<file path="config.mk">
export PLATFORM = sky130hd
export DESIGN_NAME = nvram_backup
export DESIGN_NICKNAME = d
export VERILOG_FILES = /design/src/nvram_pkg.sv /design/src/nvram_image_status.sv /design/src/nvram_request_scheduler.sv /design/src/nvram_block_mover.sv /design/src/nvram_backup.sv
export SDC_FILE = /design/constraint.sdc
export NUM_CORES = 1
export LEC_CHECK = 0
export BUFFER_PORTS_ARGS = -buffer_cell sky130_fd_sc_hd__buf_2
export CAP_MARGIN = 20
export CORE_MARGIN = 2
export CORE_UTILIZATION = 51
export CTS_CLUSTER_SIZE = 8
export DETAILED_ROUTE_END_ITERATION = 8
export HOLD_SLACK_MARGIN = 0.05
export PLACE_DENSITY = 0.84
export SYNTH_ARGS = -nofsm -noshare
export SYNTH_HDL_FRONTEND = slang
export SYNTH_SLANG_ARGS = --single-unit
export TNS_END_PERCENT = 100
</file>
<file path="constraint.sdc">
create_clock -name clk -period 9.5 [get_ports clk]
set_clock_uncertainty 0.15 [all_clocks]
set_input_delay 1.425 -clock clk [delete_from_list [all_inputs] [get_ports clk]]
set_output_delay 1.425 -clock clk [all_outputs]
set_load 0.05 [all_outputs]
</file>
<file path="src/nvram_pkg.sv">
`default_nettype none

package nvram_pkg;

   // Slots: ROM save, extension A, extension B, CMOS
   localparam int slot_count = 4;
   localparam int slot_w     = 2;

   localparam int ram_addr_w = 27;   // RAM byte address
   localparam int lba_w      = 32;   // SD block address

   // Region size in 1 KiB units
   localparam int size_w         = 16;
   localparam int blocks_per_kib = 2;

   localparam int block_bytes_log2 = 9;   // 512-byte SD blocks
   localparam int block_count_w    = 21;

   localparam int img_size_w = 64;   // Image size in bytes

   typedef enum logic {
      MOVE_IDLE,
      MOVE_TRANSFER
   } mover_state_t;

endpackage

`default_nettype wire

</file>
<file path="src/nvram_image_status.sv">
`timescale 1ns/100ps
`default_nettype none

module nvram_image_status (
   input  wire                                clk,
   input  wire                                rst_n,
   input  wire  [nvram_pkg::slot_count-1:0]   img_mounted,
   input  wire                                img_readonly,
   input  wire  [nvram_pkg::img_size_w-1:0]   img_size,
   input  wire                                size_commit,
   input  wire  [nvram_pkg::slot_w-1:0]       slot,
   input  wire  [nvram_pkg::size_w-1:0]       sram_size [nvram_pkg::slot_count],
   output logic [nvram_pkg::slot_count-1:0]   writable,
   output logic [nvram_pkg::img_size_w-1:0]   image_size [nvram_pkg::slot_count]
);

   // Bytes per size unit
   localparam int unit_bytes = nvram_pkg::blocks_per_kib << nvram_pkg::block_bytes_log2;

   logic [nvram_pkg::img_size_w-1:0] commit_size;

   // Region size in bytes for the active slot
   assign commit_size = nvram_pkg::img_size_w'(sram_size[slot])
                        * nvram_pkg::img_size_w'(unit_bytes);

   always_ff @(posedge clk or negedge rst_n) begin
      if (!rst_n) begin
         writable   <= '0;
         image_size <= '{default: '0};
      end else begin
         for (int s = 0; s < nvram_pkg::slot_count; s++) begin
            if (img_mounted[s]) begin
               writable[s]   <= ~img_readonly;   // Read-only counts as not writable
               image_size[s] <= img_size;
            end
         end
         // Image now holds the whole region
         if (size_commit)
            image_size[slot] <= commit_size;
      end
   end

endmodule

`default_nettype wire

</file>
<file path="src/nvram_request_scheduler.sv">
`timescale 1ns/100ps
`default_nettype none

module nvram_request_scheduler (
   input  wire                                clk,
   input  wire                                rst_n,
   input  wire                                load_req,
   input  wire                                save_req,
   input  wire                                op_done,
   output logic [nvram_pkg::slot_w-1:0]       slot,
   output logic                               op_load,
   output logic                               op_save,
   output logic                               busy
);

   logic                              last_load_req;
   logic                              last_save_req;
   logic                              load_edge;
   logic                              save_edge;
   logic [nvram_pkg::slot_count-1:0]  pend_load;
   logic [nvram_pkg::slot_count-1:0]  pend_save;
   logic                              idle;

   assign load_edge = load_req & ~last_load_req;
   assign save_edge = save_req & ~last_save_req;
   assign idle      = ~op_load & ~op_save;

   assign busy = (|pend_load) | (|pend_save) | op_load | op_save;

   always_ff @(posedge clk or negedge rst_n) begin
      if (!rst_n) begin
         last_load_req <= 1'b0;
         last_save_req <= 1'b0;
         pend_load     <= '0;
         pend_save     <= '0;
         slot          <= '0;
         op_load       <= 1'b0;
         op_save       <= 1'b0;
      end else begin
         last_load_req <= load_req;
         last_save_req <= save_req;

         if (op_done) begin
            op_load <= 1'b0;
            op_save <= 1'b0;
            if (op_save)
               pend_save[slot] <= 1'b0;
            if (op_load)
               pend_load[slot] <= 1'b0;
         end else if (idle) begin
            // Save wins over load on the same slot
            if (pend_save[slot])
               op_save <= 1'b1;
            else if (pend_load[slot])
               op_load <= 1'b1;
            else
               slot <= slot + nvram_pkg::slot_w'(1);   // Wraps 3 to 0
         end

         // A new request re-queues every slot, even mid-transfer
         if (load_edge)
            pend_load <= '1;
         if (save_edge)
            pend_save <= '1;
      end
   end

endmodule

`default_nettype wire

</file>
<file path="src/nvram_block_mover.sv">
`timescale 1ns/100ps
`default_nettype none

module nvram_block_mover (
   input  wire                                      clk,
   input  wire                                      rst_n,
   input  wire  [nvram_pkg::slot_w-1:0]             slot,
   input  wire                                      op_load,
   input  wire                                      op_save,
   input  wire  [nvram_pkg::ram_addr_w-1:0]         sram_base [nvram_pkg::slot_count],
   input  wire  [nvram_pkg::size_w-1:0]             sram_size [nvram_pkg::slot_count],
   input  wire  [nvram_pkg::slot_count-1:0]         writable,
   input  wire  [nvram_pkg::img_size_w-1:0]         image_size [nvram_pkg::slot_count],
   input  wire  [nvram_pkg::slot_count-1:0]         sd_ack,
   input  wire  [nvram_pkg::block_bytes_log2-1:0]   sd_buff_addr,
   output logic [nvram_pkg::lba_w-1:0]              sd_lba [nvram_pkg::slot_count],
   output logic [nvram_pkg::slot_count-1:0]         sd_rd,
   output logic [nvram_pkg::slot_count-1:0]         sd_wr,
   output logic [nvram_pkg::ram_addr_w-1:0]         ram_addr,
   output logic                                     ram_we,
   output logic                                     op_done,
   output logic                                     size_commit
);

   nvram_pkg::mover_state_t state;

   logic [nvram_pkg::block_count_w-1:0] block_count;
   logic [nvram_pkg::block_count_w-1:0] total_blocks;
   logic                                last_ack;
   logic                                ack_fall;
   logic                                start;
   logic                                eligible;
   logic                                last_block;

   assign start = (op_load | op_save) & ~op_done;

   // Load also needs a non-empty image
   assign eligible = (sram_size[slot] != '0) && writable[slot]
                     && (op_save || (image_size[slot] != '0));

   assign total_blocks = nvram_pkg::block_count_w'(sram_size[slot])
                         * nvram_pkg::block_count_w'(nvram_pkg::blocks_per_kib);

   assign ack_fall   = ~sd_ack[slot] & last_ack;
   assign last_block = sd_lba[slot][nvram_pkg::block_count_w-1:0]
                       >= (block_count - nvram_pkg::block_count_w'(1));

   // Byte address of the current buffer position
   assign ram_addr = sram_base[slot]
                     + nvram_pkg::ram_addr_w'({sd_lba[slot], sd_buff_addr});
   assign ram_we   = sd_rd[slot] & sd_ack[slot];

   always_ff @(posedge clk or negedge rst_n) begin
      if (!rst_n) begin
         state       <= nvram_pkg::MOVE_IDLE;
         sd_lba      <= '{default: '0};
         sd_rd       <= '0;
         sd_wr       <= '0;
         block_count <= '0;
         last_ack    <= 1'b0;
         op_done     <= 1'b0;
         size_commit <= 1'b0;
      end else begin
         op_done     <= 1'b0;
         size_commit <= 1'b0;
         last_ack    <= sd_ack[slot];
         case (state)
            nvram_pkg::MOVE_IDLE: begin
               if (start) begin
                  if (eligible) begin
                     sd_lba[slot] <= '0;
                     block_count  <= total_blocks;
                     sd_wr[slot]  <= op_save;
                     sd_rd[slot]  <= op_load;
                     state        <= nvram_pkg::MOVE_TRANSFER;
                  end else begin
                     op_done <= 1'b1;   // Skipped slot
                  end
               end
            end
            nvram_pkg::MOVE_TRANSFER: begin
               if (ack_fall) begin
                  if (!last_block) begin
                     sd_lba[slot] <= sd_lba[slot] + nvram_pkg::lba_w'(1);
                  end else begin
                     sd_wr[slot] <= 1'b0;
                     sd_rd[slot] <= 1'b0;
                     op_done     <= 1'b1;
                     size_commit <= sd_wr[slot];   // Only a save changes the image size
                     state       <= nvram_pkg::MOVE_IDLE;
                  end
               end
            end
         endcase
      end
   end

endmodule

`default_nettype wire

</file>
<file path="src/nvram_backup.sv">
`timescale 1ns/100ps
`default_nettype none

module nvram_backup (
   input  wire                                      clk,
   input  wire                                      rst_n,
   input  wire  [nvram_pkg::ram_addr_w-1:0]         sram_base [nvram_pkg::slot_count],
   input  wire  [nvram_pkg::size_w-1:0]             sram_size [nvram_pkg::slot_count],
   input  wire                                      load_req,
   input  wire                                      save_req,
   input  wire  [nvram_pkg::slot_count-1:0]         img_mounted,
   input  wire                                      img_readonly,
   input  wire  [nvram_pkg::img_size_w-1:0]         img_size,
   output logic [nvram_pkg::lba_w-1:0]              sd_lba [nvram_pkg::slot_count],
   output logic [nvram_pkg::slot_count-1:0]         sd_rd,
   output logic [nvram_pkg::slot_count-1:0]         sd_wr,
   input  wire  [nvram_pkg::slot_count-1:0]         sd_ack,
   input  wire  [nvram_pkg::block_bytes_log2-1:0]   sd_buff_addr,
   output logic [7:0]                               sd_buff_din [nvram_pkg::slot_count],
   output logic [nvram_pkg::ram_addr_w-1:0]         ram_addr,
   output logic                                     ram_we,
   input  wire  [7:0]                               ram_dout,
   output logic                                     busy
);

   logic [nvram_pkg::slot_w-1:0]      slot;
   logic                              op_load;
   logic                              op_save;
   logic                              op_done;
   logic                              size_commit;
   logic [nvram_pkg::slot_count-1:0]  writable;
   logic [nvram_pkg::img_size_w-1:0]  image_size [nvram_pkg::slot_count];

   // Save data comes straight from RAM for every slot
   for (genvar s = 0; s < nvram_pkg::slot_count; s++) begin : g_buff_din
      assign sd_buff_din[s] = ram_dout;
   end

   nvram_image_status image_status_i (
      .clk          (clk),
      .rst_n        (rst_n),
      .img_mounted  (img_mounted),
      .img_readonly (img_readonly),
      .img_size     (img_size),
      .size_commit  (size_commit),
      .slot         (slot),
      .sram_size    (sram_size),
      .writable     (writable),
      .image_size   (image_size)
   );

   nvram_request_scheduler request_scheduler_i (
      .clk      (clk),
      .rst_n    (rst_n),
      .load_req (load_req),
      .save_req (save_req),
      .op_done  (op_done),
      .slot     (slot),
      .op_load  (op_load),
      .op_save  (op_save),
      .busy     (busy)
   );

   nvram_block_mover block_mover_i (
      .clk          (clk),
      .rst_n        (rst_n),
      .slot         (slot),
      .op_load      (op_load),
      .op_save      (op_save),
      .sram_base    (sram_base),
      .sram_size    (sram_size),
      .writable     (writable),
      .image_size   (image_size),
      .sd_ack       (sd_ack),
      .sd_buff_addr (sd_buff_addr),
      .sd_lba       (sd_lba),
      .sd_rd        (sd_rd),
      .sd_wr        (sd_wr),
      .ram_addr     (ram_addr),
      .ram_we       (ram_we),
      .op_done      (op_done),
      .size_commit  (size_commit)
   );

endmodule

`default_nettype wire

</file>
==> results.py, run 1 <==
metrics = {
    "setup_path": {
        "critPathMaxFanout": 34,
        "critical_path.top_delay_family": "compound AO/OA/AOI/OAI gates",
        "slowest_stage": "dfrtp_4",
        "critPathLaunchType": "flip-flop",
        "crit_path_max_incr_delay_ns": 0.79,
        "path_cells": "buf_4 -> mux4_2 -> ha_1 -> and3_1 -> and2_1 -> a221oi_1 -> o21ai_0 -> a2111oi_0 -> o21bai_1 -> a21oi_1 -> xnor2_1 -> buf_2",
        "crit_required_ns": 7.93,
        "crit_buf_inv": 2,
        "crit_arrival_ns": 5.47,
        "cp-end-kind": "primary output",
        "crit_type": "flip-flop to primary output",
    },
    "clocking": {
        "cts_tree": "yes",
        "cts_buffers": 59,
        "postCtsHoldBufs": 0,
        "cts.path.max_buffers": 3,
        "cts_sinks": 430,
        "clkLatencyLatePin_ns": 0.61,
        "h-tree-depth": 2,
        "cts_root_buf": "clkbuf_16",
        "cts_resized": 0,
        "post_cts_buffers": 0,
        "clk_pin_slew_ns": 0.06,
    },
    "yosys": {
        "synth_edf_count": 0,
        "yosys-top-cells-area": "dfrtp_1, mux2i_1, mux4_2",
        "syn-num-nets": 2269,
        "synth_ff_type": "dfrtp_1",
        "synth_top_family_by_area": "multiplexers",
        "yosys.area.top_type": "dfrtp_1",
        "synth-xor-area-share": 0.0271,
        "synth_area_sq_um": 22300,
        "ys_async_sr_fraction": 1.00,
        "syn_avg_cell_area_sq_um": 11.4,
        "synth.area.mux_share": 0.220,
        "yosys.area_share.simple": 0.118,
        "synth_common_cells": "dfrtp_1, nor2_1, mux2i_1",
        "synth_compound_area_frac": 0.0855,
        "ys_seq_area_frac": 0.483,
        "syn_inst": 1951,
        "yosysTopAreaCellShare": 0.483,
        "synth_most_common_cell": "dfrtp_1",
        "synthAdderAreaFrac": 0.0295,
        "yosys_warnings": 0,
        "synth-seq-cells": 430,
        "yosysUniqueCellTypes": 60,
    },
    "floorplan": {
        "io_pins": 463,
        "initial_core_util": 0.518,
        "fp.dieArea_sq_um": 45400,
        "rows": 76,
        "core_area_sq_um": 43100,
        "dieWidth_um": 213,
        "chipHeight_um": 213,
    },
    "placed_design": {
        "io_buffers": 422,
        "dp_slack_ns": 3.07,
        "dp_hpwl_um": 51200,
        "gp_routability_congestion": 0.994,
    },
    "timing": {
        "fin_crit_ns": 7.04,
        "hold_viol": 0,
        "tightest_slew_ns": 1.16,
        "relSlewSlack": 0.224,
        "rsz0062_at_grt": "false",
        "drv_slew": 0,
        "period_share": 0.741,
        "worst_slack_ns": 2.46,
        "setup_tns_ns": 0,
        "setup_violations": 0,
        "timing.fmax_ghz": 0.142,
    },
    "power": {
        "power.leakage_nw": 12.4,
        "pwr_density_cell_nw_per_um2": 196,
        "peakVddDrop_mv": 0.200,
    },
    "global_routing": {
        "grt_max_degree": 170,
        "grt_pass1_wl_um": 110000,
        "grt_pass1_vias": 18400,
        "grt_antenna_before_repair": 15,
        "grt.overflow.total": 0,
        "grt.total_usage": 0.323,
    },
    "detailed_routing": {
        "vias_per_cell": 6.25,
        "drc": 0,
        "drt-initial-drc-count": 1781,
        "vias": 18200,
        "drt_wl_total_um": 73800,
        "dr.pass1.iters": 6,
        "avgRoutedWirePerCell_um": 25.4,
        "ant_nets": 0,
    },
    "run_status": {
        "status": "completed",
    },
    "hold_path": {
        "hp-class": "flip-flop to flip-flop",
    },
    "cells_and_area": {
        "drive_above_1_share": 0.268,
        "finalNetCount": 2623,
        "nFillCells": 3413,
        "syn2layout_area_growth_pct": 18.2,
    },
    "flow_run": {
        "max_cap_viol_count": 0,
    },
}
==> path summary, 6_finish.rpt <==
kind	startpoint	to	slack [ns]	depth (start not counted)
worst min register to register	request_scheduler_i.pend_save[2]$_DFFE_PN0P_	request_scheduler_i.pend_save[2]$_DFFE_PN0P_	0.35	2
worst max-delay path	request_scheduler_i.slot[0]$_DFFE_PN0P_	ram_addr[23]	2.46	12
worst min-delay path	request_scheduler_i.pend_save[2]$_DFFE_PN0P_	request_scheduler_i.pend_save[2]$_DFFE_PN0P_	0.35	2
max in group asynchronous	rst_n	request_scheduler_i.slot[0]$_DFFE_PN0P_	7.08	2
worst max register to register	request_scheduler_i.slot[0]$_DFFE_PN0P_	block_mover_i.sd_lba[106]$_DFFE_PN0P_	3.42	10
min in group asynchronous	rst_n	image_status_i.image_size[117]$_DFF_PN0_	0.66	1
==> cells by family (layout without fill, tap and decap cells) <==
family | Yosys count | after routing
XOR/XNOR | 69 | 69
buffers and inverters | 174 | 532
flip-flops | 430 | 430
other | 0 | 11
AO/OA/AOI/OAI | 271 | 271
AND/OR/NAND/NOR | 572 | 572
multiplexers | 383 | 383
adder cells (fa/ha/maj) | 52 | 52
==> flip-flops by register name (all words and copies together) (netlist names), 4 cells and up <==
name and count:
block_mover_i.sd_wr 4, image_status_i.image_size 256, block_mover_i.block_count 16, request_scheduler_i.pend_save 4, image_status_i.writable 4, block_mover_i.sd_rd 4
block_mover_i.sd_lba 128, request_scheduler_i.pend_load 4
==> routing by layer <==
layer	track usage	up-vias	part of all wire	routed length (um)
met5	0	-	0.00098	72
met4	0.190	10	0.062	4560
met3	0.0660	242	0.074	5460
met2	0.548	977	0.50	36700
met1	0.380	9116	0.37	27000
li1	-	7812	-	-
==> cell type report <==
type,instances,area [sq um],share of cell area
diodes,11,27.5,0.00104
clock buffers,63,1490,0.0566
clock inverters,2,46.3,0.00176
inverters,21,78.8,0.00299
multi-input cells,1347,10700,0.407
flip-flops and latches,430,10800,0.409
well taps,585,732,0.0278
repair buffers,446,2480,0.0940
==> through the flow <==
stage | cells | hold slack [ns] | power (W) | area (sq um) | util
floorplan | 1951 | 0.312 | 0.00295 | 22300 | -
global placement | 2821 | 0.336 | 0.00326 | 24600 | 0.571
detailed placement | 2823 | 0.344 | 0.00330 | 24600 | 0.572
CTS | 2888 | 0.358 | 0.00516 | 26200 | 0.608
global route | 2902 | 0.376 | 0.00535 | 26400 | 0.612
finish | 2905 | 0.353 | 0.00516 | 26400 | 0.612
==> worst min-delay path, delay by kind of cell (launching register included) <==
family | cells | cell delay [ns]
DFF | 1 | 0.36
and+or+nand+nor | 2 | 0.10
==> cells in the final DEF, fill, tap and decap left out, types with 59 or more instances in the layout <==
| master | synthesis | layout |
|---|---|---|
| buf_2 | 15 | 417 |
| o2bb2ai_1 | 93 | 93 |
| mux2i_1 | 257 | 257 |
| o21ai_0 | 84 | 84 |
| nor4_1 | 69 | 69 |
| nor2_1 | 259 | 259 |
| mux4_2 | 81 | 81 |
| clkbuf_16 | 0 | 59 |
| dfrtp_1 | 430 | 428 |
| nand2_1 | 119 | 119 |
==> where the power goes <==
part | leakage, nW | total [W] | internal (W) | switching [W]
Clock | 0.750 | 0.00185 | 0.00109 | 0.000764
Combinational | 6.36 | 0.00115 | 0.000417 | 0.000731
Sequential | 5.31 | 0.00216 | 0.00201 | 0.000150
Total | 12.4 | 0.00516 | 0.00351 | 0.00165
Power figures use the tool's default switching activity.
==> inputs of run 2 (changes only) <==
- CORE_UTILIZATION: 51 -> 50
- PLACE_DENSITY: 0.84 -> 0.86
- clock period: 9.5 -> 6.1 ns (I/O delays scaled with it)
==> results.py, run 2 (synthesis gave the netlist of run 1 again) <==
metrics = {
    "run_status": {
        "status": "completed",
    },
    "placed_design": {
        "gp_routability_congestion": 1.07,
        "placed_area_sq_um": 24700,
        "io_buffers": 422,
        "dp_hpwl_um": 53100,
        "dp.cells": 2837,
        "dp_slack_ns": 0.620,
    },
    "setup_path": {
        "crit_required_ns": 5.03,
        "critPathLaunchType": "flip-flop",
        "crit_type": "flip-flop to primary output",
        "crit_arrival_ns": 4.73,
        "cp-end-kind": "primary output",
        "critPathMaxFanout": 18,
    },
    "cells_and_area": {
        "nFillCells": 3528,
        "final_area_sq_um": 26300,
        "final_util": 0.597,
        "multiInputGateArea_sq_um": 10700,
        "drive_above_1_share": 0.270,
        "finalNetCount": 2628,
        "final_common_cell": "dfrtp_1",
        "regMostFlops": "image_status_i.image_size",
        "reg_top3": "image_status_i.image_size: 256 flops, block_mover_i.sd_lba: 128 flops, block_mover_i.block_count: 16 flops",
        "syn2layout_area_growth_pct": 18.1,
        "largest_reg_flops": 256,
        "regArea_sq_um": 10800,
        "layout_common_cells": "dfrtp_1, buf_2, nor2_1, mux2i_1, nand2_1",
        "instances_no_fill": 2911,
    },
    "global_routing": {
        "grt_pass1_vias": 19100,
        "grt_antenna_before_repair": 4,
        "grt_pass1_wl_um": 115000,
        "grt.total_usage": 0.321,
        "grt_max_degree": 154,
        "grt.overflow.total": 0,
    },
    "timing": {
        "tightest_slew_ns": 1.05,
        "setup_violations": 0,
        "setup_tns_ns": 0,
        "fin_crit_ns": 5.80,
        "rsz0062_at_grt": "false",
        "worst_slack_ns": 0.302,
        "timing.fmax_ghz": 0.172,
        "period_share": 0.950,
        "relSlewSlack": 0.298,
        "hold_viol": 0,
        "drv_slew": 0,
    },
    "clocking": {
        "clkLatencyLatePin_ns": 0.62,
        "cts_root_buf": "clkbuf_16",
        "cts_buffers": 59,
        "h-tree-depth": 2,
        "cts.path.max_buffers": 3,
        "cts_sinks": 430,
        "clk_pin_slew_ns": 0.05,
        "postCtsHoldBufs": 0,
        "cts_tree": "yes",
    },
    "detailed_routing": {
        "vias_per_cell": 6.31,
        "drt_wl_total_um": 74500,
        "vias": 18400,
        "ant_nets": 0,
        "avgRoutedWirePerCell_um": 25.6,
        "dr.pass1.iters": 5,
        "drc": 0,
        "drt-initial-drc-count": 1757,
    },
    "power": {
        "p_int_w": 0.00548,
        "peakVddDrop_mv": 0.277,
        "seqPwrFrac": 0.417,
        "combinationalPowerShare": 0.224,
        "p_sw_w": 0.00259,
        "netSwitchingFraction": 0.321,
        "pwr_density_cell_nw_per_um2": 306,
        "pwr-share-clk": 0.360,
        "power.leakage_nw": 12.4,
    },
    "flow_run": {
        "max_cap_viol_count": 0,
    },
    "floorplan": {
        "io_pins": 463,
        "fp.dieArea_sq_um": 46300,
        "chipHeight_um": 215,
        "initial_core_util": 0.505,
        "core_area_sq_um": 44100,
        "rows": 77,
        "dieWidth_um": 215,
    },
    "hold_path": {
        "hp-class": "input pin to asynchronous set/reset pin",
    },
}
run 2: final timing paths:
kind | from | end | slack [ns] | cells past startpoint
setup / recovery | request_scheduler_i.slot[0]$_DFFE_PN0P_ | ram_addr[23] | 0.30 | 12
hold / removal | rst_n | image_status_i.image_size[106]$_DFF_PN0_ | 0.25 | 1
setup reg to reg | request_scheduler_i.slot[0]$_DFFE_PN0P_ | block_mover_i.sd_lba[122]$_DFFE_PN0P_ | 0.85 | 12
hold reg to reg | request_scheduler_i.pend_save[2]$_DFFE_PN0P_ | request_scheduler_i.pend_save[2]$_DFFE_PN0P_ | 0.35 | 2
max in group asynchronous | rst_n | block_mover_i.sd_lba[98]$_DFFE_PN0P_ | 4.19 | 2
min in group clk | save_req | request_scheduler_i.last_save_req$_DFF_PN0_ | 0.28 | 1
run 2: worst max-delay path, stage by stage, from the launching register on:
cell       delay, ns
dfrtp_4         0.68
buf_4           0.35
mux4_2          0.55
ha_1            0.37
a2111oi_0       0.42
nor3_1          0.08
o21ai_0         0.15
a31oi_1         0.30
a2111oi_0       0.45
o21bai_1        0.12
a21oi_1         0.18
xnor2_1         0.16
buf_2           0.30
run 2: layout make-up:
| type | instances | area share |
|---|---|---|
| sequential | 430 | 0.409 |
| multi-input combinational | 1347 | 0.408 |
| antenna | 4 | 0.000380 |
| timing repair buffer | 451 | 0.0933 |
| clock inverter | 3 | 0.00199 |
| inverter | 21 | 0.00299 |
| clock buffer | 63 | 0.0566 |
| tap | 592 | 0.0281 |
run 2: what timing repair did:
action	in CTS	in global routing
gates resized for setup	0	1
hold endpoints to repair	0	0
buffers inserted	1	0
endpoints found under the setup margin	2	1
run 2: power groups by stage:
stage	Clock (W)	Sequential [W]	Combinational [W]
global placement	0	0.00338	0.00172
global route	0.00305	0.00339	0.00193
floorplan	0	0.00340	0.00119
CTS	0.00292	0.00335	0.00179
finish	0.00290	0.00336	0.00180
detailed placement	0	0.00340	0.00177
run 2: metal layers:
layer	routed length [um]	vias to the layer above	global-route usage
li1	-	7802	-
met1	26500	9317	0.379
met2	37400	1005	0.552
met3	5670	250	0.0562
met4	4820	6	0.189
met5	41	-	0
run 2: metrics by stage:
step	power (W)	hold WS, ns
floorplan	0.00459	0.312
global placement	0.00510	0.336
detailed placement	0.00517	0.340
CTS	0.00807	0.257
global route	0.00836	0.268
finish	0.00807	0.253
